File: src/design/ctrl_pkg.sv
`default_nettype none

package ctrl_pkg;

  // Widths of the instruction and microcode formats
  localparam int opcode_w     = 6;
  localparam int uop_count_w  = 5;
  localparam int ucode_addr_w = opcode_w + uop_count_w;
  localparam int ucode_word_w = 32;
  localparam int plane_sel_w  = 3;
  localparam int alu_plane_w  = 4;
  localparam int reg_sel_w    = 2;
  localparam int reg_src_w    = 5;

  // Store holds one 32-entry slice per opcode
  localparam int ucode_depth = 1 << ucode_addr_w;

  typedef logic [opcode_w-1:0]     opcode_t;
  typedef logic [uop_count_w-1:0]  uop_count_t;
  typedef logic [ucode_addr_w-1:0] ucode_addr_t;
  typedef logic [ucode_word_w-1:0] ucode_word_t;
  typedef logic [plane_sel_w-1:0]  plane_sel_t;
  typedef logic [alu_plane_w-1:0]  alu_plane_t;
  typedef logic [reg_sel_w-1:0]    reg_sel_t;
  typedef logic [reg_src_w-1:0]    reg_src_t;

  // Final slot of an instruction even without the end bit
  localparam uop_count_t uop_count_last = '1;

  // Plane codes
  // In plane uses 0 to 3, anything above means no unit
  localparam plane_sel_t plane_none    = 3'd0;
  localparam plane_sel_t plane_reg     = 3'd1;
  localparam plane_sel_t plane_tmp0    = 3'd2;
  localparam plane_sel_t plane_tmp1    = 3'd3;
  // Out plane adds the two function units, 6 and 7 mean none
  localparam plane_sel_t plane_mlu     = 3'd4;
  localparam plane_sel_t plane_shifter = 3'd5;

  // Register selector values
  localparam reg_sel_t reg_sel_op0     = 2'd0;
  localparam reg_sel_t reg_sel_op1     = 2'd1;
  localparam reg_sel_t reg_sel_src     = 2'd2;
  localparam reg_sel_t reg_sel_illegal = 2'd3;

  // Microcode word layout, MSB first
  localparam int in_plane_hi     = 31;
  localparam int in_plane_lo     = 29;
  localparam int out_plane_hi    = 28;
  localparam int out_plane_lo    = 26;
  localparam int alu_plane_hi    = 25;
  localparam int alu_plane_lo    = 22;
  localparam int reg_sel_hi      = 21;
  localparam int reg_sel_lo      = 20;
  localparam int reg_src_hi      = 19;
  localparam int reg_src_lo      = 15;
  localparam int end_of_instr_bit = 14;
  // Bits 13 to 0 are reserved

  // Low two ALU bits for shifter direction and arithmetic mode
  localparam logic [1:0] alu_shift_left_arith = 2'b11;

  typedef enum logic {
    seq_idle,
    seq_run
  } seq_state_t;

endpackage

`default_nettype wire

File: src/design/microop_sequencer.sv
`timescale 1ns/1ns
`default_nettype none

module microop_sequencer
  import ctrl_pkg::*;
(
  input  wire logic    clk,
  input  wire logic    arst_n,
  input  wire logic    booted,
  input  wire opcode_t opcode,
  input  wire logic    opcode_valid,
  input  wire logic    last_uop,
  output logic         opcode_ready,
  output ucode_addr_t  uop_addr,
  output logic         uop_valid
);

  seq_state_t state;
  opcode_t    cur_opcode;
  uop_count_t count;

  // Micro-op currently on uop_addr closes the instruction
  logic issue_last;
  // Handshake completes on this edge
  logic accept;

  // End bit comes from the store shadow at the issued address
  // so the decision is made before the word leaves stage 2
  // Count 31 is the hard stop for a word missing its end bit
  assign issue_last = (state == seq_run) && (last_uop || (count == uop_count_last));

  // Take a new opcode when idle or while the last micro-op goes out
  // Nothing is taken before the store has been loaded
  assign opcode_ready = booted && ((state == seq_idle) || issue_last);

  assign accept = opcode_valid && opcode_ready;

  // Store address is opcode in the high bits and micro-op index below
  assign uop_addr = {cur_opcode, count};

  // A slot is live whenever the machine is running
  // Idle cycles go down the pipe as bubbles
  assign uop_valid = (state == seq_run);

  // State and counter
  always_ff @(posedge clk or negedge arst_n) begin
    if (!arst_n) begin
      state <= seq_idle;
      count <= '0;
    end else begin
      if (accept) begin
        // New instruction starts at micro-op 0
        // Also covers back to back intake on the last micro-op
        state <= seq_run;
        count <= '0;
      end else if (issue_last) begin
        // Nothing waiting so drop to idle
        state <= seq_idle;
        count <= '0;
      end else if (state == seq_run) begin
        // One micro-op per cycle
        count <= count + 1'b1;
      end
    end
  end

  // Opcode of the running instruction
  always_ff @(posedge clk) begin
    if (accept) begin
      cur_opcode <= opcode;
    end
  end

endmodule

`default_nettype wire

File: config.mk
export PLATFORM = sky130hd
export DESIGN_NAME = microop_sequencer
export DESIGN_NICKNAME = d
export VERILOG_FILES = /design/src/design/ctrl_pkg.sv /design/src/design/microop_sequencer.sv
export SDC_FILE = /design/constraint.sdc
export NUM_CORES = 1
export LEC_CHECK = 0
export BUFFER_PORTS_ARGS = -buffer_cell sky130_fd_sc_hd__buf_4
export CORE_MARGIN = 4
export CORE_UTILIZATION = 30
export DETAILED_ROUTE_END_ITERATION = 16
export PLACE_DENSITY = 0.59
export SETUP_SLACK_MARGIN = 0.3
export SLEW_MARGIN = 20
export SYNTH_ARGS = -nofsm -noshare
export SYNTH_HDL_FRONTEND = slang
export SYNTH_SLANG_ARGS = --single-unit
File: constraint.sdc
create_clock -name clk -period 2.45 [get_ports clk]
set_clock_uncertainty 0.15 [all_clocks]
set_input_delay 0.1225 -clock clk [delete_from_list [all_inputs] [get_ports clk]]
set_output_delay 0.1225 -clock clk [all_outputs]
set_load 0.1 [all_outputs]
==> flow_metrics.env <==
export IMPL_drt_wl_total_mm=1.24
export IMPL_drtPass1Iterations=2
export IMPL_p_comb_share_pct=41.3
export IMPL_internal_power_w=0.000378
export IMPL_die_w_microns=48.1
export IMPL_place_area_sq_um=698
export IMPL_maxCapViolations=0
export IMPL_port_buffer_count=23
export IMPL_dieArea_sq_mm=0.00232
export IMPL_yosys_cell_types_count=15
export IMPL_track_usage_pct=12.1
export IMPL_drcViolationCount=0
export IMPL_yosys_area_top_type_share_pct=37.3
export IMPL_outcome="finished, final reports clean"
export IMPL_die_h_microns=48.1
export IMPL_final_layout_size_suffix_gt1_share_pct=55.6
export IMPL_hp_class="in2async"
export IMPL_n_antenna_cell=0
export IMPL_cts_max_level=1
export IMPL_ant_nets=0
export IMPL_swShare_pct=42.7
export IMPL_syn_avg_cell_area_sq_um=15.1
export IMPL_p_leak_nw=0.383
export IMPL_cts_sinks=12
export IMPL_finalHoldViolations=0
export IMPL_overflow=0
export IMPL_gp_congestion=0.647
export IMPL_start_util_pct=32.1
export IMPL_worstPathArrival_ns=1.83
export IMPL_endpoint_kind="output port"
export IMPL_area_growth_pct=79.5
export IMPL_num_rows=14
export IMPL_synthTopCellsByArea="edfxtp_1 (37%), dfrtp_1 (31%), ha_1 (5.2%)"
export IMPL_core_area_sq_mm=0.00151
export IMPL_grt_max_degree=9
export IMPL_cts_made_buffers=3
export IMPL_cts_max_path_buffers=2
export IMPL_routedWlPerCell_microns=14.1
export IMPL_cp_max_fo=3
export IMPL_synth_seq_cells=12
export IMPL_final_nets=86
export IMPL_p_per_area_mw_per_mm2=761
export IMPL_crit_path_start_kind="register"
export IMPL_final_area_sq_um=867
export IMPL_utilization_pct=57.6
export IMPL_drt_iter0_markers=2
export IMPL_finalCritPeriodShare_pct=85.7
export IMPL_yosysWarnings=0
export IMPL_seq_power_share_pct=39.6
export IMPL_reg2regPathDepth=6
export IMPL_antenna_found_initial=0
export IMPL_rsz0062_at_grt="no"
export IMPL_yosysSeqAreaShare_pct=68.4
export IMPL_cts_tree="built"
export IMPL_maxSlewHeadroom_pct=68.6
export IMPL_worstSkewPairLatency_ns=0.27
export IMPL_finalSetupTns_ns=0
export IMPL_synth_area_leader_cell="edfxtp_1"
export IMPL_synth_area_sq_um=483
export IMPL_vias_per_cell=4.83
export IMPL_hold_ws_ns=0.0371
export IMPL_peakVddDrop_mv=0.495
export IMPL_syn_nets=45
export IMPL_finalSetupViolCount=0
export IMPL_io_pin_count=24
export IMPL_fillers=128
export IMPL_min_period_ns=2.10
export IMPL_setup_slack_ns=0.350
export IMPL_clkPwrFrac_pct=19.1
export IMPL_grt_pass1_vias=411
export IMPL_pre_cts_ws_ns=0.495
export IMPL_finalMaxSlewViolations=0
export IMPL_cts_root_buf="clkbuf_4"
export IMPL_grt_pass1_wl_mm=1.75
export IMPL_worstMarginPinSlew_ns=0.469
export IMPL_netlist_instances=32
export IMPL_dp_hpwl_microns=833
export IMPL_critPathKind="reg2out"
export IMPL_required_ns=2.18
export IMPL_p_sw_w=0.000281
export IMPL_clk_pin_slew_ns=0.07
export IMPL_vias=425
export IMPL_max_freq_mhz=476
what timing repair did:
item,4_1_cts,5_1_grt
setup buffers,3,0
endpoints found under the setup margin,1,1
endpoints found under the hold margin,13,0
hold buffers,9,0
pin swaps,1,2
gates resized for setup,4,2
cells in the mapped netlist:
cell,number
dfrtp_1,6
edfxtp_1,6
nand2b_1,3
a21oi_1,2
a22o_1,2
a31oi_1,2
ha_1,2
nand2_1,2
a41oi_1,1
and2b_1,1
and3_1,1
mux2_2,1
nand3_1,1
nor2_1,1
nor3b_4,1
per-stage QoR:
stage / power [W] / std cells
final: 0.000660 / 88
after floorplan: 0.000447 / 32
after global placement: 0.000508 / 72
after detailed placement: 0.000509 / 72
after global routing: 0.000695 / 88
after CTS: 0.000661 / 88
area by class of cell:
| class | count | area (sq um) | area share, % |
|---|---|---|---|
| flip-flops and latches | 12 | 340 | 39.2 |
| repair buffers | 36 | 305 | 35.2 |
| multi-input cells | 20 | 175 | 20.2 |
| clock buffers | 4 | 26.3 | 3.03 |
| well taps | 16 | 20.0 | 2.31 |
worst max-delay path, stage by stage, from the launching register on:
cell	delay [ns]
dfrtp_4	0.49
ha_4	0.17
and3_4	0.17
ha_2	0.17
nor3b_4	0.18
and2b_4	0.22
buf_12	0.16
per-layer routing:
metal	share of wire [%]	track usage, %	routed length [microns]
met1	38	11.5	472
met2	55	21.6	685
met3	4.8	2.21	60
met4	1.9	11.3	24
met5	0	0	0
placed cells by master (no fill, tap or decap), types with 2 or more instances in the layout:
master	synthesis	layout
buf_4	0	26
dlygate4sd3_1	0	9
edfxtp_1	6	6
nand2b_1	3	3
clkbuf_4	0	3
nand2_1	2	2
a21oi_1	2	2
a22o_1	2	2
a31oi_1	2	2
dfrtp_4	0	2
dfrtp_2	0	2
dfrtp_1	6	2
state kept, by name (all words and copies together) (netlist names):
signal	count
count	5
uop_valid	1
cur_opcode	6
kinds of logic after synthesis:
logic type	count (synthesis)	synth area share [%]
AND/OR/NAND/NOR	10	14.0
multiplexers	1	2.33
flip-flops	12	68.4
AO/OA/AOI/OAI	7	10.1
adder cells (fa/ha/maj)	2	5.18
path summary, 6_finish.rpt:
path / slack, ns / start / endpoint
max: 0.35 / count[1]$_DFFE_PN0P_ / opcode_ready
max reg2reg: 0.47 / count[1]$_DFFE_PN0P_ / cur_opcode[1]$_DFFE_PP_
min in group clk: 0.10 / booted / count[2]$_DFFE_PN0P_
max in group asynchronous: 1.98 / arst_n / count[0]$_DFFE_PN0P_
min reg2reg: 0.37 / count[3]$_DFFE_PN0P_ / count[3]$_DFFE_PN0P_
min: 0.04 / arst_n / uop_valid$_DFFE_PN0P_
power groups by stage:
stage / registers (W) / clock network [W] / logic (W)
floorplan: 0.000406 / 0 / 0.0000402
global placement: 0.000264 / 0 / 0.000244
detailed placement: 0.000265 / 0 / 0.000244
CTS: 0.000258 / 0.000130 / 0.000272
global route: 0.000265 / 0.000145 / 0.000284
finish: 0.000261 / 0.000126 / 0.000272
No activity file was read; power rests on OpenSTA's default activity.
