$ cat src/design/ctrl_pkg.sv
`default_nettype none

package ctrl_pkg;

  // Widths of the instruction and microcode formats
  localparam int opcode_w     = 6;
  localparam int uop_count_w  = 5;
  localparam int ucode_addr_w = opcode_w + uop_count_w;
  localparam int ucode_word_w = 32;
  localparam int plane_sel_w  = 3;
  localparam int alu_plane_w  = 4;
  localparam int reg_sel_w    = 2;
  localparam int reg_src_w    = 5;

  // Store holds one 32-entry slice per opcode
  localparam int ucode_depth = 1 << ucode_addr_w;

  typedef logic [opcode_w-1:0]     opcode_t;
  typedef logic [uop_count_w-1:0]  uop_count_t;
  typedef logic [ucode_addr_w-1:0] ucode_addr_t;
  typedef logic [ucode_word_w-1:0] ucode_word_t;
  typedef logic [plane_sel_w-1:0]  plane_sel_t;
  typedef logic [alu_plane_w-1:0]  alu_plane_t;
  typedef logic [reg_sel_w-1:0]    reg_sel_t;
  typedef logic [reg_src_w-1:0]    reg_src_t;

  // Final slot of an instruction even without the end bit
  localparam uop_count_t uop_count_last = '1;

  // Plane codes
  // In plane uses 0 to 3, anything above means no unit
  localparam plane_sel_t plane_none    = 3'd0;
  localparam plane_sel_t plane_reg     = 3'd1;
  localparam plane_sel_t plane_tmp0    = 3'd2;
  localparam plane_sel_t plane_tmp1    = 3'd3;
  // Out plane adds the two function units, 6 and 7 mean none
  localparam plane_sel_t plane_mlu     = 3'd4;
  localparam plane_sel_t plane_shifter = 3'd5;

  // Register selector values
  localparam reg_sel_t reg_sel_op0     = 2'd0;
  localparam reg_sel_t reg_sel_op1     = 2'd1;
  localparam reg_sel_t reg_sel_src     = 2'd2;
  localparam reg_sel_t reg_sel_illegal = 2'd3;

  // Microcode word layout, MSB first
  localparam int in_plane_hi     = 31;
  localparam int in_plane_lo     = 29;
  localparam int out_plane_hi    = 28;
  localparam int out_plane_lo    = 26;
  localparam int alu_plane_hi    = 25;
  localparam int alu_plane_lo    = 22;
  localparam int reg_sel_hi      = 21;
  localparam int reg_sel_lo      = 20;
  localparam int reg_src_hi      = 19;
  localparam int reg_src_lo      = 15;
  localparam int end_of_instr_bit = 14;
  // Bits 13 to 0 are reserved

  // Low two ALU bits for shifter direction and arithmetic mode
  localparam logic [1:0] alu_shift_left_arith = 2'b11;

  typedef enum logic {
    seq_idle,
    seq_run
  } seq_state_t;

endpackage

`default_nettype wire

$ cat src/design/plane_decoder.sv
`timescale 1ns/1ns
`default_nettype none

module plane_decoder
  import ctrl_pkg::*;
(
  input  wire logic        clk,
  input  wire logic        arst_n,
  input  wire ucode_word_t uop_word,
  input  wire logic        word_valid,
  output reg_sel_t         reg_sel,
  output reg_src_t         reg_src,
  output alu_plane_t       alu_plane,
  // In plane strobes, active low
  output logic             reg_n_in,
  output logic             tmp0_n_in,
  output logic             tmp1_n_in,
  // Out plane strobes, active low
  output logic             reg_n_out,
  output logic             tmp0_n_out,
  output logic             tmp1_n_out,
  output logic             mlu_n_out,
  output logic             shifter_n_out,
  output logic             control_valid,
  output logic             ucode_fault
);

  // Fields of the incoming word
  plane_sel_t in_plane;
  plane_sel_t out_plane;
  alu_plane_t alu_field;
  reg_sel_t   sel_field;
  reg_src_t   src_field;

  logic illegal;
  // Plane codes after suppression
  plane_sel_t in_eff;
  plane_sel_t out_eff;
  // Inverting one-hot decodes
  logic [7:0] in_dec_n;
  logic [7:0] out_dec_n;

  // Behaves like a 74138 with all enables active
  function automatic logic [7:0] decode_n(input plane_sel_t code);
    logic [7:0] onehot;
    onehot = 8'b1 << code;
    return ~onehot;
  endfunction

  assign in_plane  = uop_word[in_plane_hi:in_plane_lo];
  assign out_plane = uop_word[out_plane_hi:out_plane_lo];
  assign alu_field = uop_word[alu_plane_hi:alu_plane_lo];
  assign sel_field = uop_word[reg_sel_hi:reg_sel_lo];
  assign src_field = uop_word[reg_src_hi:reg_src_lo];

  // Legality check
  always_comb begin
    illegal = 1'b0;
    // Selector value 3 has no register behind it
    if (sel_field == reg_sel_illegal) begin
      illegal = 1'b1;
    end
    // One unit cannot load and drive the bus in the same micro-op
    // Only REG and the two TMPs sit on both planes
    if ((in_plane == out_plane) && (in_plane >= plane_reg) && (in_plane <= plane_tmp1)) begin
      illegal = 1'b1;
    end
    // Shifter has no left arithmetic mode
    if ((out_plane == plane_shifter) && (alu_field[1:0] == alu_shift_left_arith)) begin
      illegal = 1'b1;
    end
  end

  // Bubbles and illegal words select no unit
  assign in_eff  = (word_valid && !illegal) ? in_plane  : plane_none;
  assign out_eff = (word_valid && !illegal) ? out_plane : plane_none;

  assign in_dec_n  = decode_n(in_eff);
  assign out_dec_n = decode_n(out_eff);

  // Strobes, valid and fault
  always_ff @(posedge clk or negedge arst_n) begin
    if (!arst_n) begin
      reg_n_in      <= 1'b1;
      tmp0_n_in     <= 1'b1;
      tmp1_n_in     <= 1'b1;
      reg_n_out     <= 1'b1;
      tmp0_n_out    <= 1'b1;
      tmp1_n_out    <= 1'b1;
      mlu_n_out     <= 1'b1;
      shifter_n_out <= 1'b1;
      control_valid <= 1'b0;
      ucode_fault   <= 1'b0;
    end else begin
      reg_n_in      <= in_dec_n[plane_reg];
      tmp0_n_in     <= in_dec_n[plane_tmp0];
      tmp1_n_in     <= in_dec_n[plane_tmp1];
      reg_n_out     <= out_dec_n[plane_reg];
      tmp0_n_out    <= out_dec_n[plane_tmp0];
      tmp1_n_out    <= out_dec_n[plane_tmp1];
      mlu_n_out     <= out_dec_n[plane_mlu];
      shifter_n_out <= out_dec_n[plane_shifter];
      // Illegal words still take their slot
      control_valid <= word_valid;
      // Sticky until reset
      ucode_fault   <= ucode_fault || (word_valid && illegal);
    end
  end

  // Plain fields go out with the strobes
  always_ff @(posedge clk) begin
    reg_sel   <= sel_field;
    reg_src   <= src_field;
    alu_plane <= alu_field;
  end

endmodule

`default_nettype wire

$ cat config.mk
export PLATFORM = sky130hd
export DESIGN_NAME = plane_decoder
export DESIGN_NICKNAME = d
export VERILOG_FILES = /design/src/design/ctrl_pkg.sv /design/src/design/plane_decoder.sv
export SDC_FILE = /design/constraint.sdc
export NUM_CORES = 1
export LEC_CHECK = 0
export BUFFER_PORTS_ARGS = -buffer_cell sky130_fd_sc_hd__buf_2
export CORE_ASPECT_RATIO = 0.5
export CORE_MARGIN = 1.5
export CORE_UTILIZATION = 25
export CTS_CLUSTER_DIAMETER = 60
export DETAILED_ROUTE_END_ITERATION = 16
export SLEW_MARGIN = 10
export SYNTH_ARGS = -nofsm -noshare
export SYNTH_HDL_FRONTEND = slang
export SYNTH_SLANG_ARGS = --single-unit
$ cat constraint.sdc
create_clock -name clk -period 0.8 [get_ports clk]
set_clock_uncertainty 0.1 [all_clocks]
set_input_delay 0.12 -clock clk [delete_from_list [all_inputs] [get_ports clk]]
set_output_delay 0.12 -clock clk [all_outputs]
set_load 0.05 [all_outputs]
==> metrics.txt <==
status=finished with violations; failing checks=hold timing, setup timing; layout cells sized above 1=a little under three quarters; number of remaining DRC errors=0; Initial Util=26.6%; post-synthesis sequential area ratio=a little under 70%; Synth top cells by count=dfxtp_1, dfstp_2, nand3_1, nor3b_1; Max-cap violations=0; r2r setup slk=-0.16 ns; reg2reg path depth=3; gpl congestion=0.629; worst vdd ir=0.711 mV; final wirelength=roughly 1700 microns; top cell type's share of synthesized area=between 30% and 40%; core box area=2620 sq um; die area=between 3000 and 4000 sq um; I/O pins=56; slowest CP cell=dfstp_2; Warnings, synthesis=0; Slew @ Worst Pin=roughly 0.31 ns; Setup Viol. Count Final=22; Worst-path clk slew=~0.07 ns; clk buf depth=2; Synth area leader=dfxtp_1; Antenna Cells=0; pwr dens=1720 nW/um^2; first-pass GRT wire length=between 2000 and 3000 microns; Hold Slack=-0.00976 ns; Final Slew Violations=0; clock sinks=21; hold endpoint=control_valid; DRT iter0 DRCs=15; achievable frequency=between 800 and 900 MHz; RSZ-0062 raised after global routing=true; sw frac=26.7%; sequential share of power=between 40% and 50%; Vias=between 600 and 700; initial antenna violation count=0; r2r endpoint=ucode_fault; Die Height=40.3 microns; Detail Route Antenna Nets=0; P&R area growth vs syn=103%; Cells on Worst Hold Path=2; CP max FO=1; Worst EP required=0.58 ns; grt total ovfl=0; final non-filler cell total=149; iteration count of the initial detailed-routing pass=2; Bufs and invs on worst path=1; setup ws final=-0.355 ns; NetSw=0.000651 W; # hold bufs at CTS=11; Pwr Total=around 0.0024 W; Mapped Nets=83; post-layout min period=1.16 ns; cell family with most CP delay=flip-flops; worst r2r src=ucode_fault; ys flop type=dfxtp_1; post-synth cell types=20; GRT Resource Usage Total=11.3%; Worst setup EP type=output pin; number of global-route vias before repair=558; leakage=0.628 nW; largest net degree at the start of global routing=12; dpl cells=133; Filler cells=214; Synth Area per Inst=14.5 sq um; Port Buf Inserts=40; post-synthesis instance area=696 sq um; HPWL reported at the end of detailed placement=~1300 microns; gate count after technology mapping=48; Internal=0.00179 W; clock insertion delay at the later pin of the skew report=0.25 ns; NumNets Final=148; most numerous cell in the Yosys netlist=dfxtp_1; dominant cells by area after synthesis=dfxtp_1, dfstp_2, dfrtp_1; CTS Buf Count=3; post-synthesis async set-or-reset flop share=47.6%; Clk network pwr share=26.7%; CTS tree=yes; # H-tree levels=1; Vias/cell=roughly 4.0; Critical Path Start Type=flop; EDFF count, synth=0; worst hold start=word_valid; Tcrit/Tclk final=144%; Crit Path Class=reg -> out; Hold Vio Cnt, Final=1; relative slew slack=roughly 80%; FF+latch count, synth=21; routed length per instance=11.7 microns; CTS root buf=clkbuf_8; crit-path cells=buf_8; Die X=77.6 microns; Comb pwr share=25.6%; Critical Path Max Stage Delay=0.54 ns; Hold/Removal Path Class=in -> reg; Worst Path Arrival=around 0.94 ns; Cell Rows=13
-- layer usage --
| metal | vias to the layer above | wire length (microns) | part of all wire, % | track usage, % |
|---|---|---|---|---|
| met5 | - | 0 | 0 | 0 |
| met4 | 0 | 0 | 0 | 4.09 |
| met3 | 0 | 47 | 2.7 | 3.41 |
| met2 | 10 | 1040 | 60 | 21.1 |
| met1 | 292 | 649 | 37 | 13.1 |
| li1 | 300 | - | - | - |
-- per-stage QoR --
stage | setup WS, ns | hold slack (ns) | util (%) | TNS, ns | area [sq um]
CTS | -0.364 | -0.0256 | 51.7 | -5.17 | 1350
detailed placement | -0.272 | -0.117 | 38.7 | -3.17 | 1010
finish | -0.355 | -0.00976 | 54.0 | -5.00 | 1420
floorplan | -0.159 | -0.276 | - | -1.42 | 716
global placement | -0.218 | -0.118 | 38.7 | -2.86 | 1010
global route | -0.393 | -0.0160 | 54.0 | -5.70 | 1420
-- power by group through the flow --
stage | Combinational [W] | Sequential [W] | Clock, W
global route | 0.000656 | 0.00117 | 0.000737
floorplan | 0.0000764 | 0.00136 | 0
finish | 0.000624 | 0.00116 | 0.000650
detailed placement | 0.000434 | 0.00116 | 0
global placement | 0.000431 | 0.00116 | 0
CTS | 0.000586 | 0.00116 | 0.000677
-- what timing repair did --
action,4_1_cts,5_1_grt
buffers inserted,1,0
endpoints found under the hold margin,22,2
pin swaps,1,4
gates resized for setup,54,17
endpoints found under the setup margin,22,26
-- worst register-to-register path, cell delays in order (launching register included) --
cell and delay, ns:
dfrtp_2 0.43, buf_6 0.12, a21oi_2 0.09, a31oi_1 0.09
-- layout make-up --
type                            instances  area [sq um]  area share (%)
Clock buffer                            4          45.0            3.18
Tap cell                               37          46.3            3.27
Sequential cell                        21           497            35.1
Timing Repair Buffer                   61           619            43.8
Multi-Input combinational cell         26           208            14.7
-- placed cells by master, fill, tap and decap left out, drive strengths merged, types with 3 or more instances in the layout --
| cell type | count |
|---|---|
| nor2 | 3 |
| nor3b | 4 |
| clkbuf | 4 |
| dlygate4sd3 | 11 |
| dfstp | 8 |
| nand3 | 4 |
| dfxtp | 11 |
| nand4 | 4 |
| buf | 50 |
-- kinds of logic after synthesis --
group | Yosys count | synth area share (%)
AO/OA/AOI/OAI | 4 | 6.29
XOR/XNOR | 1 | 1.26
buffers and inverters | 1 | 1.62
flip-flops | 21 | 69.1
AND/OR/NAND/NOR | 21 | 21.8
-- flip-flops by register name (all words and copies together), names as in the netlist --
register,count
reg_src,5
alu_plane,4
reg_sel,2
control_valid,1
mlu_n_out,1
reg_n_in,1
reg_n_out,1
shifter_n_out,1
tmp0_n_in,1
tmp0_n_out,1
tmp1_n_in,1
tmp1_n_out,1
ucode_fault,1
-- worst max-delay path by stage --
stage,start,to,slack [ns],cells after the start
2_1_floorplan,ucode_fault,ucode_fault,-0.16,2
3_3_place_gp,uop_word[29],ucode_fault,-0.22,4
3_5_place_dp,uop_word[28],ucode_fault,-0.27,4
4_1_cts,tmp0_n_out,tmp0_n_out,-0.36,1
5_1_grt,reg_n_in,reg_n_in,-0.39,1
6_report,reg_n_out,reg_n_out,-0.36,1
(Power assumes the default switching activity.)
